$ cat src/hdl/game_pkg.sv
package game_pkg;

    typedef logic [10:0] coord_t;      // Screen coordinate in pixels
    typedef logic [2:0]  speed_t;      // Shot step per game tick, 1 to 4
    typedef logic [3:0]  bcd_digit_t;  // One decimal digit

    // ------------------------------
    // Playfield geometry
    // ------------------------------
    localparam coord_t Y_MIN     = 11'd90;   // Top soldier limit
    localparam coord_t Y_MAX     = 11'd410;  // Bottom soldier limit
    localparam coord_t Y_RESET_A = 11'd100;
    localparam coord_t Y_RESET_B = 11'd300;

    localparam coord_t X_SOLDIER_A = 11'd20;   // Left player
    localparam coord_t X_SOLDIER_B = 11'd590;  // Right player
    localparam coord_t X_SHOT_A    = 11'd20;   // Launch column of shot A
    localparam coord_t X_SHOT_B    = 11'd600;  // Launch column of shot B
    localparam coord_t X_WALL_B    = 11'd610;  // Shot A scores here
    localparam coord_t X_MID       = 11'd320;  // Decides who wins a shot clash

    // Collision boxes
    localparam coord_t SHOT_W    = 11'd32;
    localparam coord_t SHOT_H    = 11'd16;
    localparam coord_t SOLDIER_W = 11'd40;
    localparam coord_t SOLDIER_H = 11'd24;

    typedef enum logic {
        SHOT_IDLE,
        SHOT_FLYING
    } shot_phase_t;

    typedef struct packed {
        shot_phase_t phase;
        coord_t      x;  // Left edge
        coord_t      y;  // Top edge
    } shot_t;

    typedef struct packed {
        bcd_digit_t hundreds;
        bcd_digit_t tens;
        bcd_digit_t units;
    } bcd_score_t;

    // Divider defaults for the board clock
    localparam int SAMPLE_DIV_DEF = 10000;   // Keypad sample rate
    localparam int GAME_DIV_DEF   = 900000;  // Game step rate

endpackage

$ cat src/hdl/keypad_pkg.sv
package keypad_pkg;

    typedef logic [3:0] key_nibble_t;  // Row drive or column sense
    typedef logic [7:0] key_code_t;    // One-hot row over one-hot column

    // Game keys all sit on row 1
    localparam key_code_t KEY_UP   = 8'b0010_0001;  // Row 1 column 0
    localparam key_code_t KEY_DOWN = 8'b0010_0010;  // Row 1 column 1
    localparam key_code_t KEY_FIRE = 8'b0010_1000;  // Row 1 column 3

    localparam int DEBOUNCE_LEN = 8;   // High samples before a column counts
    localparam int ROW_DWELL    = 12;  // Sample strobes per driven row

    // Commands of one player
    typedef struct packed {
        logic up;    // Level while key held
        logic down;  // Level while key held
        logic fire;  // One-cycle pulse on press
    } player_cmd_t;

endpackage

$ cat src/hdl/duel_top.sv
`timescale 1ns/1ps

module duel_top #(
    parameter int SAMPLE_DIV = game_pkg::SAMPLE_DIV_DEF,
    parameter int GAME_DIV   = game_pkg::GAME_DIV_DEF
) (
    input  logic                    CLK,
    input  logic                    RST,
    input  keypad_pkg::key_nibble_t cols_a,
    input  keypad_pkg::key_nibble_t cols_b,
    input  logic [1:0]              sw,
    output keypad_pkg::key_nibble_t rows_a,
    output keypad_pkg::key_nibble_t rows_b,
    output game_pkg::coord_t        soldier_a_y,
    output game_pkg::coord_t        soldier_b_y,
    output game_pkg::shot_t         shot_a,
    output game_pkg::shot_t         shot_b,
    output game_pkg::bcd_score_t    score_a,
    output game_pkg::bcd_score_t    score_b
);

    import keypad_pkg::*;
    import game_pkg::*;

    logic        sample_tick;  // Keypad sample strobe
    logic        game_tick;    // Game step strobe
    player_cmd_t cmd_a;
    player_cmd_t cmd_b;
    speed_t      speed;
    logic [1:0]  points_a;
    logic [1:0]  points_b;

    tick_gen #(
        .SAMPLE_DIV(SAMPLE_DIV),
        .GAME_DIV  (GAME_DIV)
    ) i_tick_gen (
        .CLK(CLK), .RST(RST), .sample_tick(sample_tick), .game_tick(game_tick)
    );

    // One scanner per keypad
    keypad_scan i_keypad_a (
        .CLK(CLK), .RST(RST), .sample_tick(sample_tick),
        .cols(cols_a), .rows(rows_a), .cmd(cmd_a)
    );

    keypad_scan i_keypad_b (
        .CLK(CLK), .RST(RST), .sample_tick(sample_tick),
        .cols(cols_b), .rows(rows_b), .cmd(cmd_b)
    );

    soldier_motion i_soldier_motion (
        .CLK(CLK), .RST(RST), .game_tick(game_tick), .sw(sw),
        .cmd_a(cmd_a), .cmd_b(cmd_b),
        .soldier_a_y(soldier_a_y), .soldier_b_y(soldier_b_y), .speed(speed)
    );

    projectile_engine i_projectile_engine (
        .CLK(CLK), .RST(RST), .game_tick(game_tick),
        .fire_a(cmd_a.fire), .fire_b(cmd_b.fire), .speed(speed),
        .soldier_a_y(soldier_a_y), .soldier_b_y(soldier_b_y),
        .shot_a(shot_a), .shot_b(shot_b), .points_a(points_a), .points_b(points_b)
    );

    score_keeper i_score_keeper (
        .CLK(CLK), .RST(RST), .points_a(points_a), .points_b(points_b),
        .score_a(score_a), .score_b(score_b)
    );

endmodule

$ cat src/hdl/keypad_scan.sv
`timescale 1ns/1ps

module keypad_scan (
    input  logic                    CLK,
    input  logic                    RST,
    input  logic                    sample_tick,
    input  keypad_pkg::key_nibble_t cols,
    output keypad_pkg::key_nibble_t rows,
    output keypad_pkg::player_cmd_t cmd
);

    import keypad_pkg::*;

    localparam int DWELL_W  = $clog2(ROW_DWELL);
    localparam int SCAN_LEN = 4 * ROW_DWELL;  // Strobes in one full scan
    localparam int IDLE_W   = $clog2(SCAN_LEN + 1);

    logic [DWELL_W-1:0]           dwell_cnt;   // Strobes spent on current row
    logic [3:0][DEBOUNCE_LEN-1:0] col_hist;    // Sample history per column
    key_nibble_t                  col_stable;  // Column held for the whole history
    key_code_t                    scan_code;
    logic                         pressed;
    logic                         pressed_q;
    logic                         new_press;
    key_code_t                    held_code;   // Last captured key
    logic [IDLE_W-1:0]            idle_cnt;    // Strobes without a press
    logic                         fire_q;

    // ------------------------------
    // Row ring
    // ------------------------------
    always_ff @(posedge CLK or posedge RST) begin
        if (RST) begin
            dwell_cnt <= '0;
            rows      <= 4'b0001;  // Row 0 first
        end else if (sample_tick) begin
            if (dwell_cnt == DWELL_W'(ROW_DWELL - 1)) begin
                dwell_cnt <= '0;
                rows      <= {rows[2:0], rows[3]};  // Next row
            end else begin
                dwell_cnt <= dwell_cnt + 1'b1;
            end
        end
    end

    // ------------------------------
    // Column debounce
    // ------------------------------
    always_ff @(posedge CLK or posedge RST) begin
        if (RST) begin
            col_hist <= '0;
        end else if (sample_tick) begin
            for (int c = 0; c < 4; c++) begin
                col_hist[c] <= {col_hist[c][DEBOUNCE_LEN-2:0], cols[c]};
            end
        end
    end

    always_comb begin
        for (int c = 0; c < 4; c++) begin
            col_stable[c] = &col_hist[c];  // All samples high
        end
    end

    assign pressed   = |col_stable;
    assign new_press = pressed && !pressed_q;  // Rising edge only
    assign scan_code = {rows, col_stable};

    // Capture and release timeout
    always_ff @(posedge CLK or posedge RST) begin
        if (RST) begin
            pressed_q <= 1'b0;
            held_code <= '0;
            idle_cnt  <= '0;
            fire_q    <= 1'b0;
        end else begin
            pressed_q <= pressed;
            fire_q    <= new_press && (scan_code == KEY_FIRE);
            if (new_press) begin
                held_code <= scan_code;
            end else if (idle_cnt == IDLE_W'(SCAN_LEN)) begin
                held_code <= '0;  // Whole scan with nothing pressed
            end
            if (pressed) begin
                idle_cnt <= '0;
            end else if (sample_tick && idle_cnt != IDLE_W'(SCAN_LEN)) begin
                idle_cnt <= idle_cnt + 1'b1;  // Saturates at one scan
            end
        end
    end

    // Decode to player commands
    always_comb begin
        cmd.up   = (held_code == KEY_UP);
        cmd.down = (held_code == KEY_DOWN);
        cmd.fire = fire_q;
    end

    a_rows_onehot: assert property (@(posedge CLK) disable iff (RST) $onehot(rows));

endmodule

$ cat src/hdl/projectile_engine.sv
`timescale 1ns/1ps

module projectile_engine (
    input  logic             CLK,
    input  logic             RST,
    input  logic             game_tick,
    input  logic             fire_a,
    input  logic             fire_b,
    input  game_pkg::speed_t speed,
    input  game_pkg::coord_t soldier_a_y,
    input  game_pkg::coord_t soldier_b_y,
    output game_pkg::shot_t  shot_a,
    output game_pkg::shot_t  shot_b,
    output logic [1:0]       points_a,
    output logic [1:0]       points_b
);

    import game_pkg::*;

    logic pend_a;     // Fire seen while idle, launch on next tick
    logic pend_b;
    logic fly_a;
    logic fly_b;
    logic meet;       // Both shots overlap
    logic blocked_a;  // Shot A inside soldier B box
    logic blocked_b;  // Shot B inside soldier A box
    logic wall_a;     // Shot A at the right wall
    logic wall_b;     // Shot B at the left wall

    // Axis-aligned box test
    function automatic logic overlap(coord_t ax, coord_t ay, coord_t aw, coord_t ah,
                                     coord_t bx, coord_t by, coord_t bw, coord_t bh);
        return (ax < bx + bw) && (ax + aw > bx) && (ay < by + bh) && (ay + ah > by);
    endfunction

    // ------------------------------
    // Event detection
    // ------------------------------
    always_comb begin
        fly_a     = (shot_a.phase == SHOT_FLYING);
        fly_b     = (shot_b.phase == SHOT_FLYING);
        meet      = fly_a && fly_b &&
                    overlap(shot_a.x, shot_a.y, SHOT_W, SHOT_H,
                            shot_b.x, shot_b.y, SHOT_W, SHOT_H);
        blocked_a = fly_a && overlap(shot_a.x, shot_a.y, SHOT_W, SHOT_H,
                                     X_SOLDIER_B, soldier_b_y, SOLDIER_W, SOLDIER_H);
        blocked_b = fly_b && overlap(shot_b.x, shot_b.y, SHOT_W, SHOT_H,
                                     X_SOLDIER_A, soldier_a_y, SOLDIER_W, SOLDIER_H);
        wall_a    = fly_a && (shot_a.x >= X_WALL_B);
        wall_b    = fly_b && (shot_b.x < coord_t'(speed));  // Next step would pass 0

        // Points land on the same tick that ends the shot
        points_a = 2'd0;
        points_b = 2'd0;
        if (game_tick) begin
            if (meet) begin
                if (shot_a.x >= X_MID) begin
                    points_a = 2'd1;  // Clash on B's half
                end else begin
                    points_b = 2'd1;
                end
            end else begin
                if (wall_a && !blocked_a) begin
                    points_a = 2'd2;
                end
                if (wall_b && !blocked_b) begin
                    points_b = 2'd2;
                end
            end
        end
    end

    // ------------------------------
    // Shot state
    // ------------------------------
    always_ff @(posedge CLK or posedge RST) begin
        if (RST) begin
            shot_a <= '{phase: SHOT_IDLE, x: X_SHOT_A, y: Y_RESET_A};
            shot_b <= '{phase: SHOT_IDLE, x: X_SHOT_B, y: Y_RESET_B};
            pend_a <= 1'b0;
            pend_b <= 1'b0;
        end else begin
            // Shot A flies right
            if (!fly_a) begin
                if (game_tick && pend_a) begin
                    shot_a <= '{phase: SHOT_FLYING, x: X_SHOT_A, y: soldier_a_y};
                    pend_a <= 1'b0;
                end else if (fire_a) begin
                    pend_a <= 1'b1;
                end
            end else if (game_tick) begin
                if (meet || blocked_a || wall_a) begin
                    shot_a.phase <= SHOT_IDLE;  // Last position kept
                end else begin
                    shot_a.x <= shot_a.x + coord_t'(speed);
                end
            end

            // Shot B flies left
            if (!fly_b) begin
                if (game_tick && pend_b) begin
                    shot_b <= '{phase: SHOT_FLYING, x: X_SHOT_B, y: soldier_b_y};
                    pend_b <= 1'b0;
                end else if (fire_b) begin
                    pend_b <= 1'b1;
                end
            end else if (game_tick) begin
                if (meet || blocked_b || wall_b) begin
                    shot_b.phase <= SHOT_IDLE;
                end else begin
                    shot_b.x <= shot_b.x - coord_t'(speed);
                end
            end
        end
    end

    // A point ends a flying shot on a game tick
    a_points_a_end: assert property (@(posedge CLK) disable iff (RST)
        (points_a != 2'd0) |-> (game_tick && fly_a) ##1 (shot_a.phase == SHOT_IDLE));
    a_points_b_end: assert property (@(posedge CLK) disable iff (RST)
        (points_b != 2'd0) |-> (game_tick && fly_b) ##1 (shot_b.phase == SHOT_IDLE));

endmodule

$ cat src/hdl/score_keeper.sv
`timescale 1ns/1ps

module score_keeper (
    input  logic                 CLK,
    input  logic                 RST,
    input  logic [1:0]           points_a,
    input  logic [1:0]           points_b,
    output game_pkg::bcd_score_t score_a,
    output game_pkg::bcd_score_t score_b
);

    import game_pkg::*;

    // Adds 0..3 with carry and wraps past 999
    function automatic bcd_score_t bcd_add(bcd_score_t s, logic [1:0] pts);
        bcd_score_t r;
        logic [4:0] u;
        logic       carry;
        r       = s;
        u       = 5'(s.units) + 5'(pts);
        carry   = (u >= 5'd10);
        r.units = carry ? bcd_digit_t'(u - 5'd10) : bcd_digit_t'(u);
        if (carry) begin
            if (s.tens == 4'd9) begin
                r.tens     = 4'd0;
                r.hundreds = (s.hundreds == 4'd9) ? 4'd0 : s.hundreds + 4'd1;  // Mod 1000
            end else begin
                r.tens = s.tens + 4'd1;
            end
        end
        return r;
    endfunction

    always_ff @(posedge CLK or posedge RST) begin
        if (RST) begin
            score_a <= '0;  // 000
            score_b <= '0;
        end else begin
            score_a <= bcd_add(score_a, points_a);  // Zero points leaves it unchanged
            score_b <= bcd_add(score_b, points_b);
        end
    end

    a_bcd_digits: assert property (@(posedge CLK) disable iff (RST)
        score_a.hundreds <= 4'd9 && score_a.tens <= 4'd9 && score_a.units <= 4'd9 &&
        score_b.hundreds <= 4'd9 && score_b.tens <= 4'd9 && score_b.units <= 4'd9);

endmodule

$ cat src/hdl/soldier_motion.sv
`timescale 1ns/1ps

module soldier_motion (
    input  logic                    CLK,
    input  logic                    RST,
    input  logic                    game_tick,
    input  logic [1:0]              sw,
    input  keypad_pkg::player_cmd_t cmd_a,
    input  keypad_pkg::player_cmd_t cmd_b,
    output game_pkg::coord_t        soldier_a_y,
    output game_pkg::coord_t        soldier_b_y,
    output game_pkg::speed_t        speed
);

    import keypad_pkg::*;
    import game_pkg::*;

    // One pixel per step, up wins over down
    function automatic coord_t step_y(coord_t y, player_cmd_t c);
        coord_t ny;
        ny = y;
        if (c.up && y > Y_MIN) begin
            ny = y - 1'b1;  // Screen y grows downward
        end else if (c.down && y < Y_MAX) begin
            ny = y + 1'b1;
        end
        return ny;
    endfunction

    always_ff @(posedge CLK or posedge RST) begin
        if (RST) begin
            soldier_a_y <= Y_RESET_A;
            soldier_b_y <= Y_RESET_B;
            speed       <= 3'd1;  // Slowest shot
        end else if (game_tick) begin
            speed       <= speed_t'(sw) + 1'b1;  // Switches 0..3 give 1..4
            soldier_a_y <= step_y(soldier_a_y, cmd_a);
            soldier_b_y <= step_y(soldier_b_y, cmd_b);
        end
    end

    // Both soldiers stay on the field
    a_y_in_range: assert property (@(posedge CLK) disable iff (RST)
        soldier_a_y >= Y_MIN && soldier_a_y <= Y_MAX &&
        soldier_b_y >= Y_MIN && soldier_b_y <= Y_MAX);

endmodule

$ cat src/hdl/tick_gen.sv
`timescale 1ns/1ps

module tick_gen #(
    parameter int SAMPLE_DIV = game_pkg::SAMPLE_DIV_DEF,  // CLK cycles per keypad sample
    parameter int GAME_DIV   = game_pkg::GAME_DIV_DEF     // CLK cycles per game step
) (
    input  logic CLK,
    input  logic RST,
    output logic sample_tick,
    output logic game_tick
);

    localparam int SAMPLE_W = $clog2(SAMPLE_DIV + 1);
    localparam int GAME_W   = $clog2(GAME_DIV + 1);

    logic [SAMPLE_W-1:0] sample_cnt;  // Free running
    logic [GAME_W-1:0]   game_cnt;    // Free running

    // Strobes at terminal count, acted on by the following edge
    assign sample_tick = (sample_cnt == SAMPLE_W'(SAMPLE_DIV - 1));
    assign game_tick   = (game_cnt == GAME_W'(GAME_DIV - 1));

    always_ff @(posedge CLK or posedge RST) begin
        if (RST) begin
            sample_cnt <= '0;
            game_cnt   <= '0;
        end else begin
            sample_cnt <= sample_tick ? '0 : sample_cnt + 1'b1;  // Wrap on strobe
            game_cnt   <= game_tick ? '0 : game_cnt + 1'b1;
        end
    end

endmodule

$ cat config.mk
export PLATFORM = sky130hd
export DESIGN_NAME = duel_top
export DESIGN_NICKNAME = d
export VERILOG_FILES = /design/src/hdl/game_pkg.sv /design/src/hdl/keypad_pkg.sv /design/src/hdl/duel_top.sv /design/src/hdl/keypad_scan.sv /design/src/hdl/projectile_engine.sv /design/src/hdl/score_keeper.sv /design/src/hdl/soldier_motion.sv /design/src/hdl/tick_gen.sv
export SDC_FILE = /design/constraint.sdc
export NUM_CORES = 1
export LEC_CHECK = 0
export ABC_AREA = 1
export BUFFER_PORTS_ARGS = -buffer_cell sky130_fd_sc_hd__buf_2
export CAP_MARGIN = 20
export CORE_MARGIN = 2
export CORE_UTILIZATION = 35
export CTS_CLUSTER_DIAMETER = 150
export DETAILED_ROUTE_END_ITERATION = 12
export PLACE_DENSITY_LB_ADDON = 0.12
export SETUP_SLACK_MARGIN = 0.2
export SLEW_MARGIN = 20
export SYNTH_ARGS = -nofsm -noshare
export SYNTH_HDL_FRONTEND = slang
export SYNTH_SLANG_ARGS = --single-unit
export TNS_END_PERCENT = 100
$ cat constraint.sdc
create_clock -name CLK -period 17.1 [get_ports CLK]
set_clock_uncertainty 0.15 [all_clocks]
set_input_delay 0.855 -clock CLK [delete_from_list [all_inputs] [get_ports CLK]]
set_output_delay 0.855 -clock CLK [all_outputs]
set_load 0.01 [all_outputs]
# Word level (Yosys, flattened, before mapping)
# Cells that the tools add are included.
# op_classes
n_div,0
n_reduce_logical,69
order_cmp,21
n_mux,44
shifts,0
n_mul,0
n_bitwise,2
n_eq_ne,22
add_sub_neg,27
# op_table
operator,n
$mux W11,6
$reduce_and A8 Y1,8
$eq A8 B6 Y1 const B,6
$mux W12,4
$mux W23,2
$add A11 B5 Y11 const B,4
$gt A11 B11 Y1,4
$lt A11 B11 Y1,4
$mux W4,8
$mux W8,4
$logic_and A1 B1 Y1,29
$add A4 B1 Y4 const B,6
$eq A4 B4 Y1 const B,6
$mux W6,4
$add A11 B1 Y11 const B,2
$add A11 B6 Y11 const B,2
$gt A11 B7 Y1 const B,2
$lt A11 B9 Y1 const B,2
$sub A11 B1 Y11 const B,2
$add A20 B1 Y20 const B,1
$eq A20 B20 Y1 const B,1
$mux W20,1
$reduce_and A2 Y1,10
$reduce_bool A2 Y1,10
28 further kinds,57
# totals
rom_bits,0
ram_bits,0
inputBits,12
ff_bits,243
mem_count,0
latch_bits,0

# Longest topological paths before layout
# Gate-level depths: netlist of run 1.
# depth
ltp_word,14
depth_mapped,29
ltp_nobuf,29

# By module
# From an unflattened synthesis of run 1, not the netlist that was laid out.
# hier_totals
cells_unflattened,2117
area_unflattened_um2,16070.4
# by_module_without_submodules
module,area_per_inst_um2,instances,cells_each
projectile_engine,5131.2,1,731
keypad_scan,2522.4,2,298
soldier_motion,2333.5,1,318
tick_gen,2039.5,1,277
score_keeper,1521.5,1,195

# Least setup slack after synthesis of run 1
# OpenSTA, ideal clock, no wires.
# synth_path
kind,register -> register
startpoint,register i_projectile_engine.shot_b[5] (netlist name)
endpoint,register i_score_keeper.score_a[10] (netlist name)
path_slack_ns,12.750
path_stages_with_launch,27
synth_period_minus_slack_ns,4.350
arrival_ns,4.078
n_path_buf,0
cell_sequence,dfstp_2 ha_1 nand3_1 nor2_1 nand2_1 xor2_1 ha_1 nand2_1 nor2_1 nand3_1 nand3_1 nor2_1 nand3_1 inv_1 a21oi_1 nor3b_1 fa_1 xor2_1 inv_1 ha_1 inv_1 o21ai_0 nand2_1 nand2_1 nor2_1 nand2_1 xor2_1
# synth_via
elab_chain_len,10
# synth_rtl
element,line_no,source
$add A11 B5 Y11,projectile_engine.sv:33,return (ax < bx + bw) && (ax + aw > bx) && (ay < by + bh) && (ay + ah > by);
$lt A11 B11 Y1,projectile_engine.sv:33,
$logic_and A1 B1 Y1,projectile_engine.sv:33,
$logic_and A1 B1 Y1 (*),projectile_engine.sv:33,
$logic_and A1 B1 Y1 (*),projectile_engine.sv:42,meet = fly_a && fly_b &&
$mux W2 (*),projectile_engine.sv:56,if (meet) begin
$mux W2 (*),projectile_engine.sv:55,if (game_tick) begin
$add A4 B2 Y5 (*),score_keeper.sv:20,u = 5'(s.units) + 5'(pts);
$ge A5 B4 Y1 (*),score_keeper.sv:21,carry = (u >= 5'd10);
$reduce_and A2 Y1 (no source line) (*),n/a,
# Mark *: on every way between the ends. The rest lies on a longest branch, timed or not.
# A chain may end at the register's enable or synchronous reset.

# Worst setup path in the final report of run 1
# layout_path
startpoint,register i_projectile_engine.shot_b[5] (netlist name)
endpoint,register i_score_keeper.score_a[10] (netlist name)
# layout_via
elab_chain_len,10
# layout_rtl
element,line_no
$add A11 B5 Y11,projectile_engine.sv:33
$lt A11 B11 Y1,projectile_engine.sv:33
$logic_and A1 B1 Y1,projectile_engine.sv:33
$logic_and A1 B1 Y1 (*),projectile_engine.sv:33
$logic_and A1 B1 Y1 (*),projectile_engine.sv:42
$mux W2 (*),projectile_engine.sv:56
$mux W2 (*),projectile_engine.sv:55
$add A4 B2 Y5 (*),score_keeper.sv:20
$ge A5 B4 Y1 (*),score_keeper.sv:21
$reduce_and A2 Y1 (no source line) (*),n/a
# Marks and branches as above.

==> results.json, run 1 <==
{
  "diodes": 0,
  "routed_wl_mm": 38.9,
  "drt_drc_violations_left": 0,
  "cts_htree_levels": 1,
  "post_dp_cell_area_um2": 15800,
  "start_kind": "flop",
  "synthTopCellsByArea": "dfrtp_1 (37%), nand2_1 (12%), ha_1 (11%)",
  "dieWidth_um": 209,
  "overflow": 0,
  "cts_root_buffer": "clkbuf_16",
  "relSlewSlack": 0.341,
  "vias": 12200,
  "gp_congestion": 0.832,
  "synthesis.nets": 2000,
  "multi_input_area_um2": 7390,
  "cts_tree": "done",
  "synth_cell_types": 44,
  "first_pass_iters": 5,
  "clk_latency_ps": 590,
  "routedWlPerCell_um": 15.4,
  "setup_viol": 0,
  "clock-sinks": 243,
  "worst-path-buf-inv": 3,
  "finalMaxSlewViolations": 0,
  "synth_common_cells": "nand2_1 (453), inv_1 (269), dfrtp_1 (220)",
  "start_util": 0.353,
  "maxCapViolCount": 0,
  "finalHoldViolations": 0,
  "die_h_um": 209,
  "cts.repair.resized": 0,
  "clk_pin_slew_ps": 60,
  "cpMaxStageDelayCell": "a21oi_1",
  "synth_flop_cell": "dfrtp_1",
  "critPathMaxStageDelay_ps": 720,
  "port_buffers": 111,
  "fillCellCount": 4323,
  "min_path_type": "primary input to async pin",
  "ir_drop_uv": 79.8,
  "worstPathMaxFanout": 12,
  "routed_via_density": 4.81,
  "ys_seq_area_frac": 0.416,
  "yosysMostFrequentCell": "nand2_1",
  "tns_ps": 0,
  "clock.fmax_mhz": 172,
  "synth_top_area_frac": 0.375,
  "status": "finished clean",
  "final_nets": 2114,
  "antenna_found_initial": 0,
  "cts_buffer_depth": 3,
  "numCtsBuffers": 30,
  "pin_count": 112,
  "final_layout_size_suffix_gt1_frac": 0.108,
  "synth_edf_count": 0,
  "ys_warn_count": 0,
  "post-route-period-util": 0.341,
  "synthCells": 1857,
  "design_area_um2": 16900,
  "synth_area_per_cell_um2": 7.92,
  "grt_pass1_wl_mm": 64.0,
  "hpwlAfterDp_mm": 28.8,
  "ff_latch_area_um2": 6110,
  "drt_iter0_markers": 791,
  "syn_area_um2": 14700,
  "ys_ff_latch": 243,
  "critPathCaptureType": "flop",
  "rows": 75,
  "cp_top_family": "simple AND/OR/NAND/NOR gates",
  "cp.arrival_ps": 6140,
  "worst_slew_pin_slew_ps": 980,
  "syn2layout_area_growth_pct": 15.0,
  "core_area_um2": 41700,
  "cts_hold_buf": 0,
  "die_area_um2": 43700,
  "grt_start_max_net_pins": 123,
  "fin_crit_ps": 5830,
  "rsz0062_at_grt": "no",
  "ant_nets": 0,
  "cp.required_ps": 17410,
  "yosys.area.top_type": "dfrtp_1",
  "route.met3.wl_mm": 1.46,
  "worstSetupPathType": "flop to flop",
  "grt_usage": 0.181,
  "async_flop_share": 1.00,
  "grt_pass1_vias": 11900,
  "routed.top_layer": "met4",
  "p_per_area_nw_per_um2": 75.3,
  "wl_met2_mm": 18.0,
  "leakage_nw": 8.62,
  "cts_setup_buffers": 0,
  "wl_met1_mm": 18.2,
  "cpMostUsedCell": "nand2_1"
}
-- stage by stage --
stage	util	instances	hold slack [ps]	worst slack, ps	total power [mW]
floorplan	-	1857	281	9460	0.596
global placement	0.380	2478	302	11320	0.603
CTS	0.406	2533	265	11140	1.30
global route	0.406	2533	294	10570	1.32
detailed placement	0.380	2478	304	11170	0.603
finish	0.406	2533	299	11270	1.27
-- registers in the layout, indices dropped and copies added, names as in the netlist, 3 cells and up --
register,count
i_projectile_engine.shot_b,22
i_score_keeper.score_b,12
i_keypad_a.held_code,8
i_keypad_b.col_hist,32
i_score_keeper.score_a,12
i_soldier_motion.soldier_b_y,11
i_keypad_a.idle_cnt,6
i_tick_gen.sample_cnt,14
i_tick_gen.game_cnt,20
i_keypad_b.dwell_cnt,4
i_keypad_b.rows,4
i_keypad_b.idle_cnt,6
i_keypad_b.held_code,8
i_keypad_a.dwell_cnt,4
i_keypad_a.col_hist,32
i_keypad_a.rows,4
i_soldier_motion.speed,3
i_soldier_motion.soldier_a_y,11
i_projectile_engine.shot_a,22
-- routing by layer --
layer | up-vias | track usage
li1 | 6272 | -
met1 | 5671 | 0.239
met2 | 182 | 0.303
met3 | 57 | 0.0304
met4 | 0 | 0.0569
met5 | - | 0
-- layout make-up --
cell class | instances | area share
multi-input cells | 1302 | 0.437
flip-flops and latches | 243 | 0.361
clock inverters | 12 | 0.0115
inverters | 275 | 0.0615
well taps | 539 | 0.0399
clock buffers | 43 | 0.0520
repair buffers | 119 | 0.0364
-- path summary, 6_finish.rpt --
kind | startpoint | end | slack [ps] | depth (start not counted)
setup / recovery | i_projectile_engine.shot_b[5] | i_score_keeper.score_a[10] | 11270 | 26
hold / removal | RST | i_soldier_motion.soldier_b_y[1] | 300 | 2
setup reg to reg | i_projectile_engine.shot_b[5] | i_score_keeper.score_a[10] | 11270 | 26
hold reg to reg | i_tick_gen.sample_cnt[0] | i_tick_gen.sample_cnt[0] | 310 | 1
max in group asynchronous | RST | i_score_keeper.score_b[3] | 14300 | 4
min in group CLK | sw[0] | i_soldier_motion.speed[0] | 300 | 2
-- where the power goes --
part | leakage, nW | switching (mW) | internal [mW]
combinational | 4.85 | 0.0133 | 0.00205
clock | 0.525 | 0.263 | 0.418
sequential | 3.24 | 0.000461 | 0.576
total | 8.62 | 0.277 | 0.996
-- kinds of logic after synthesis --
family,Yosys count,synth area share
simple gates,811,0.237
mux,1,0.000681
xor+xnor,84,0.0501
flops,243,0.416
fa+ha+maj,131,0.115
buf+inv,312,0.0819
compound gates,275,0.100
-- placed cells by master (no fill, tap or decap), types with 8 or more instances in the layout --
master | netlist | routed
clkbuf_16 | 0 | 30
o31ai_1 | 9 | 9
o21ai_0 | 145 | 145
o22ai_1 | 10 | 10
nand2_1 | 453 | 452
xnor2_1 | 10 | 10
nand4_1 | 49 | 49
o21a_1 | 9 | 9
dfrtp_1 | 220 | 220
nor4_1 | 13 | 13
ha_1 | 125 | 125
a21oi_1 | 80 | 80
nor3_1 | 51 | 51
xor2_1 | 74 | 74
buf_2 | 10 | 111
buf_4 | 5 | 8
nor2_1 | 134 | 134
clkbuf_8 | 0 | 8
dfstp_2 | 23 | 23
inv_1 | 269 | 268
nand3_1 | 80 | 80
Power figures use the tool's default switching activity.
==> run 2: changes to the inputs <==
clock period = 4.95 ns   (was 17.1 ns; I/O delays follow)
==> run 2 against run 1 <==
- clock power rose to 3.1 times the previous value
- global-route usage increased by 0.49 points
- cell area rose by 1.6%
- total power increased to 3.3 times the previous value
- critical endpoint is now i_score_keeper.score_b[11]
==> results.json, run 2 (synthesis results as in run 1) <==
{
  "status": "finished clean",
  "clock-sinks": 243,
  "clock.fmax_mhz": 229,
  "cp.required_ps": 5250,
  "core_area_um2": 41700,
  "gp_congestion": 0.836,
  "critPathCaptureType": "flop",
  "drt_iter0_markers": 619,
  "whs_ps": 80.4,
  "worstSetupPathType": "flop to flop",
  "grt_pass1_vias": 12300,
  "rr_worst_depth": 28,
  "maxCapViolCount": 0,
  "cts_htree_levels": 1,
  "die_h_um": 209,
  "cp.arrival_ps": 4670,
  "cts_tree": "done",
  "hpwlAfterDp_mm": 29.7,
  "ant_nets": 0,
  "relSlewSlack": 0.444,
  "finalHoldViolations": 0,
  "routed_wl_mm": 40.0,
  "rrSetupSlack_ps": 590,
  "final_cell_mix": "nand2_1 (449), inv_1 (266), dfrtp_1 (218)",
  "grt_usage": 0.186,
  "fin_crit_ps": 4360,
  "place_ws_ps": 54.4,
  "cts_root_buffer": "clkbuf_16",
  "routed_via_density": 4.85,
  "grt_pass1_wl_mm": 65.9,
  "grt_start_max_net_pins": 126,
  "diodes": 0,
  "dieWidth_um": 209,
  "start_util": 0.353,
  "cts_buffer_depth": 3,
  "port_buffers": 111,
  "die_area_um2": 43700,
  "worstPathMaxFanout": 5,
  "first_pass_iters": 5,
  "final_nets": 2147,
  "setup_ws_ps": 587,
  "tns_ps": 0,
  "layout.cells.most_common": "nand2_1",
  "routedWlPerCell_um": 15.6,
  "worst_slew_pin_slew_ps": 827,
  "ir_drop_uv": 272,
  "setup_viol": 0,
  "start_kind": "flop",
  "leakage_nw": 8.71,
  "p_per_area_nw_per_um2": 242,
  "antenna_found_initial": 0,
  "utilization": 0.412,
  "clk_pin_slew_ps": 60,
  "reg.largest.list": "i_keypad_a.col_hist: 32 flops, i_keypad_b.col_hist: 32 flops",
  "post-route-period-util": 0.881,
  "min_path_type": "primary input to async pin",
  "critPathMaxStageDelay_ps": 560,
  "finalMaxSlewViolations": 0,
  "syn2layout_area_growth_pct": 16.8,
  "drt_drc_violations_left": 0,
  "fillCellCount": 4351,
  "numCtsBuffers": 30,
  "pin_count": 112,
  "cpMaxStageDelayCell": "dfstp_2",
  "vias": 12400,
  "final_layout_size_suffix_gt1_frac": 0.129,
  "clk_latency_ps": 570,
  "rows": 75,
  "rsz0062_at_grt": "no",
  "overflow": 0
}
==> run 2: cell types whose count changed in the layout (fill, tap and decap cells not counted), sizes merged <==
cell and delta:
clkinvlp +1, dlygate4sd3 +11, bufinv -3, clkbuf +3, buf +22, clkinv -1
==> run 2: repair_timing <==
action,CTS,global route
setup endpoints to repair,8,19
hold endpoints to repair,44,0
pin swaps,0,9
buffers inserted,0,5
resized for setup,2,36
hold buffers,11,0
==> run 2: final timing paths <==
kind / end / startpoint
max in group asynchronous: i_projectile_engine.shot_b[11] / RST
min: i_soldier_motion.soldier_b_y[1] / RST
max reg2reg: i_score_keeper.score_b[11] / i_projectile_engine.shot_b[5]
min reg2reg: i_tick_gen.sample_cnt[0] / i_tick_gen.sample_cnt[0]
min in group CLK: i_soldier_motion.speed[0] / sw[0]
max: i_score_keeper.score_b[11] / i_projectile_engine.shot_b[5]
==> run 2: final cells by class <==
| type | instances | area [µm²] | area share |
|---|---|---|---|
| repair buffers | 152 | 916 | 0.0533 |
| flip-flops and latches | 243 | 6110 | 0.356 |
| clock inverters | 9 | 87.6 | 0.00510 |
| inverters | 275 | 1040 | 0.0603 |
| clock buffers | 46 | 841 | 0.0490 |
| multi-input cells | 1302 | 7510 | 0.437 |
| well taps | 539 | 674 | 0.0393 |
==> run 2: power by group <==
group          switching [mW]  internal, mW
logic                  0.0467        0.0157
clock network           0.884          1.22
registers             0.00162          1.99
total                   0.933          3.22
==> run 2: per-layer routing <==
layer,vias up,share of wire,GRT usage
met5,-,0,0
met4,0,0.026,0.0451
met3,49,0.037,0.0299
met2,169,0.47,0.317
met1,5904,0.47,0.247
li1,6322,-,-
==> run 2: metrics by stage <==
step	total power, mW	cell area [µm²]	cells
CTS	4.24	17000	2560
global route	4.32	17200	2566
global placement	2.08	16000	2494
detailed placement	2.08	16000	2494
finish	4.16	17200	2566
floorplan	2.06	14700	1857
==> run 2: critical path: cells and delay by family (launching register included) <==
family	cells	cell delay, ps
flops	1	560
compound gates	1	70
xor+xnor	3	470
simple gates	15	1310
fa+ha+maj	4	1090
buf+inv	5	610
==> run 3: changes to the inputs <==
ABC_AREA = 0   (was 1)
==> run 3 against run 2 <==
- combinational power shrank 13%
- synthesized cell count is 18% lower
- total power fell by 0.98%
- register-to-register slack got worse by 460 ps
==> results.json, run 3 <==
{
  "diodes": 0,
  "synth_top_area_frac": 0.392,
  "vias": 11200,
  "grt_pass1_wl_mm": 58.8,
  "die_area_um2": 41800,
  "reg.largest.list": "i_keypad_a.col_hist: 32 flops, i_keypad_b.col_hist: 32 flops",
  "syn2layout_area_growth_pct": 22.1,
  "synth_cell_types": 67,
  "grt_pass1_vias": 11000,
  "worst_slew_pin_slew_ps": 886,
  "cts_root_buffer": "clkbuf_16",
  "comb_power_share": 0.013,
  "routed_via_density": 4.93,
  "core_area_um2": 39700,
  "synth_common_cells": "nand2_1 (317), dfrtp_1 (220), ha_1 (125)",
  "synthesis.nets": 1659,
  "final_layout_size_suffix_gt1_frac": 0.205,
  "switchingPower_uw": 911,
  "clock.fmax_mhz": 208,
  "hpwlAfterDp_mm": 26.8,
  "ys_ff_latch": 243,
  "relSlewSlack": 0.409,
  "clk_latency_ps": 570,
  "numCtsBuffers": 29,
  "pin_count": 112,
  "syn_area_um2": 14100,
  "synth_area_per_cell_um2": 9.27,
  "cpMaxStageDelayCell": "dfstp_2",
  "yosys.area.top_type": "dfrtp_1",
  "critPathMaxStageDelay_ps": 580,
  "worstSetupPathType": "flop to flop",
  "dieWidth_um": 204,
  "routedWlPerCell_um": 15.9,
  "post-route-period-util": 0.973,
  "ant_nets": 0,
  "clk_pin_slew_ps": 60,
  "critPathCaptureType": "flop",
  "p_per_area_nw_per_um2": 240,
  "worstPathMaxFanout": 6,
  "cpMostUsedCell": "and3_4",
  "cts_buffer_depth": 3,
  "post_dp_cell_area_um2": 15800,
  "min_path_type": "primary input to flop",
  "cts_htree_levels": 1,
  "synthTopCellsByArea": "dfrtp_1 (39%), ha_1 (11%), nand2_1 (8.5%)",
  "synth_edf_count": 0,
  "grt_start_max_net_pins": 144,
  "cp_top_family": "simple AND/OR/NAND/NOR gates",
  "antenna_found_initial": 0,
  "finalHoldViolations": 0,
  "synthCells": 1516,
  "cp.required_ps": 5250,
  "layout.cells.most_common": "nand2_1",
  "worst-path-buf-inv": 1,
  "whs_ps": 255,
  "yosysMostFrequentCell": "nand2_1",
  "port_buffers": 111,
  "ys_warn_count": 0,
  "ys_seq_area_frac": 0.435,
  "overflow": 0,
  "worstPathCellList": "and3_4 -> and3_4 -> xor2_2 -> ha_1 -> nand4_1 -> nor3_2 -> a41oi_1 -> nand3_1 -> a2111oi_4 -> or2_4 -> nor4_4 -> fa_2 -> nand2b_1 -> o31a_1 -> o22a_1 -> nand2b_4 -> nor4b_4 -> buf_4 -> mux2_2",
  "drt_iter0_markers": 528,
  "rows": 73,
  "seqPwrFrac": 0.483,
  "start_kind": "flop",
  "maxCapViolCount": 0,
  "clock-sinks": 243,
  "fin_crit_ps": 4820,
  "switching_share": 0.221,
  "setup_viol": 0,
  "rrSetupSlack_ps": 130,
  "gp_congestion": 0.837,
  "start_util": 0.354,
  "final_cells": 2266,
  "rsz0062_at_grt": "yes",
  "grt_usage": 0.175,
  "p_int_mw": 3.20,
  "cts_tree": "done",
  "dp_cells": 2188,
  "synth_flop_cell": "dfrtp_1",
  "routed_wl_mm": 36.1,
  "utilization": 0.432,
  "first_pass_iters": 5,
  "final_nets": 1861,
  "leakage_nw": 8.52,
  "design_area_um2": 17200,
  "pwr-share-clk": 0.504,
  "drt_drc_violations_left": 0,
  "final_cell_mix": "nand2_1 (317), dfrtp_1 (219), ha_1 (118)",
  "ir_drop_uv": 192,
  "status": "finished clean",
  "cp.arrival_ps": 5120,
  "fillCellCount": 3947,
  "async_flop_share": 1.00,
  "die_h_um": 204,
  "finalMaxSlewViolations": 0
}
## run 3: path summary, 6_finish.rpt
check / from / to / cells after the start
worst min register to register: i_keypad_a.col_hist[15] / i_keypad_a.col_hist[15] / 2
min in group asynchronous: RST / i_tick_gen.game_cnt[0] / 4
worst min-delay path: cols_b[3] / i_keypad_b.col_hist[24] / 4
max in group asynchronous: RST / i_projectile_engine.shot_a[10] / 5
worst max register to register: i_projectile_engine.shot_a[6] / i_score_keeper.score_b[9] / 19
worst max-delay path: i_projectile_engine.shot_a[6] / i_score_keeper.score_b[9] / 19
## run 3: repair_timing
action / 4_1_cts / 5_1_grt
hold buffers: 11 / 0
pin swaps: 3 / 9
buffers inserted: 7 / 6
endpoints found under the hold margin: 184 / 0
setup endpoints to repair: 7 / 14
gates resized for setup: 16 / 35
## run 3: kinds of logic after synthesis
| logic type | share of synthesized area |
|---|---|
| adder cells (fa/ha/maj) | 0.120 |
| multiplexers | 0.0274 |
| buffers and inverters | 0.0334 |
| XOR/XNOR | 0.0667 |
| AO/OA/AOI/OAI | 0.104 |
| AND/OR/NAND/NOR | 0.214 |
| flip-flops | 0.435 |
## run 3: power groups by stage
stage               sequential (mW)  combinational, mW  clock [mW]
floorplan                      2.02             0.0294           0
global placement               2.02             0.0524           0
detailed placement             2.02             0.0519           0
CTS                            1.99             0.0586        2.14
global route                   1.99             0.0650        2.21
finish                         1.99             0.0542        2.07
## run 3: cell type report
cell class	count	area [µm²]	share of cell area
Clock inverter	8	57.6	0.00335
Tap cell	525	657	0.0383
Timing Repair Buffer	208	1330	0.0775
Sequential cell	243	6110	0.356
Multi-Input combinational cell	1152	7820	0.456
Clock buffer	46	870	0.0507
Inverter	84	319	0.0186
## run 3: through the flow
step / total power, mW / setup WS [ps] / TNS, ps
after global routing: 4.26 / -163 / -711
final: 4.11 / 132 / 0
after global placement: 2.08 / 110 / 0
after CTS: 4.19 / 98.9 / 0
after floorplan: 2.05 / 114 / 0
after detailed placement: 2.07 / -81.4 / -93.0
## run 3: worst reg2reg max path, delay by kind of cell (launching register included)
family | cells | cell delay [ps]
xor gates and xnor gates | 1 | 160
AOI/OAI and AO/OA | 4 | 1020
buffers and inverters | 1 | 170
adders and majority gates | 2 | 840
and+or+nand+nor | 10 | 1460
DFF | 1 | 580
muxes | 1 | 320
## run 3: routing by layer
layer / routed length (µm) / global-route usage / up-vias
met5: 0 / 0 / -
met4: 732 / 0.0386 / 0
met3: 1480 / 0.0322 / 45
met2: 17200 / 0.295 / 165
met1: 16700 / 0.232 / 5314
li1: - / - / 5647
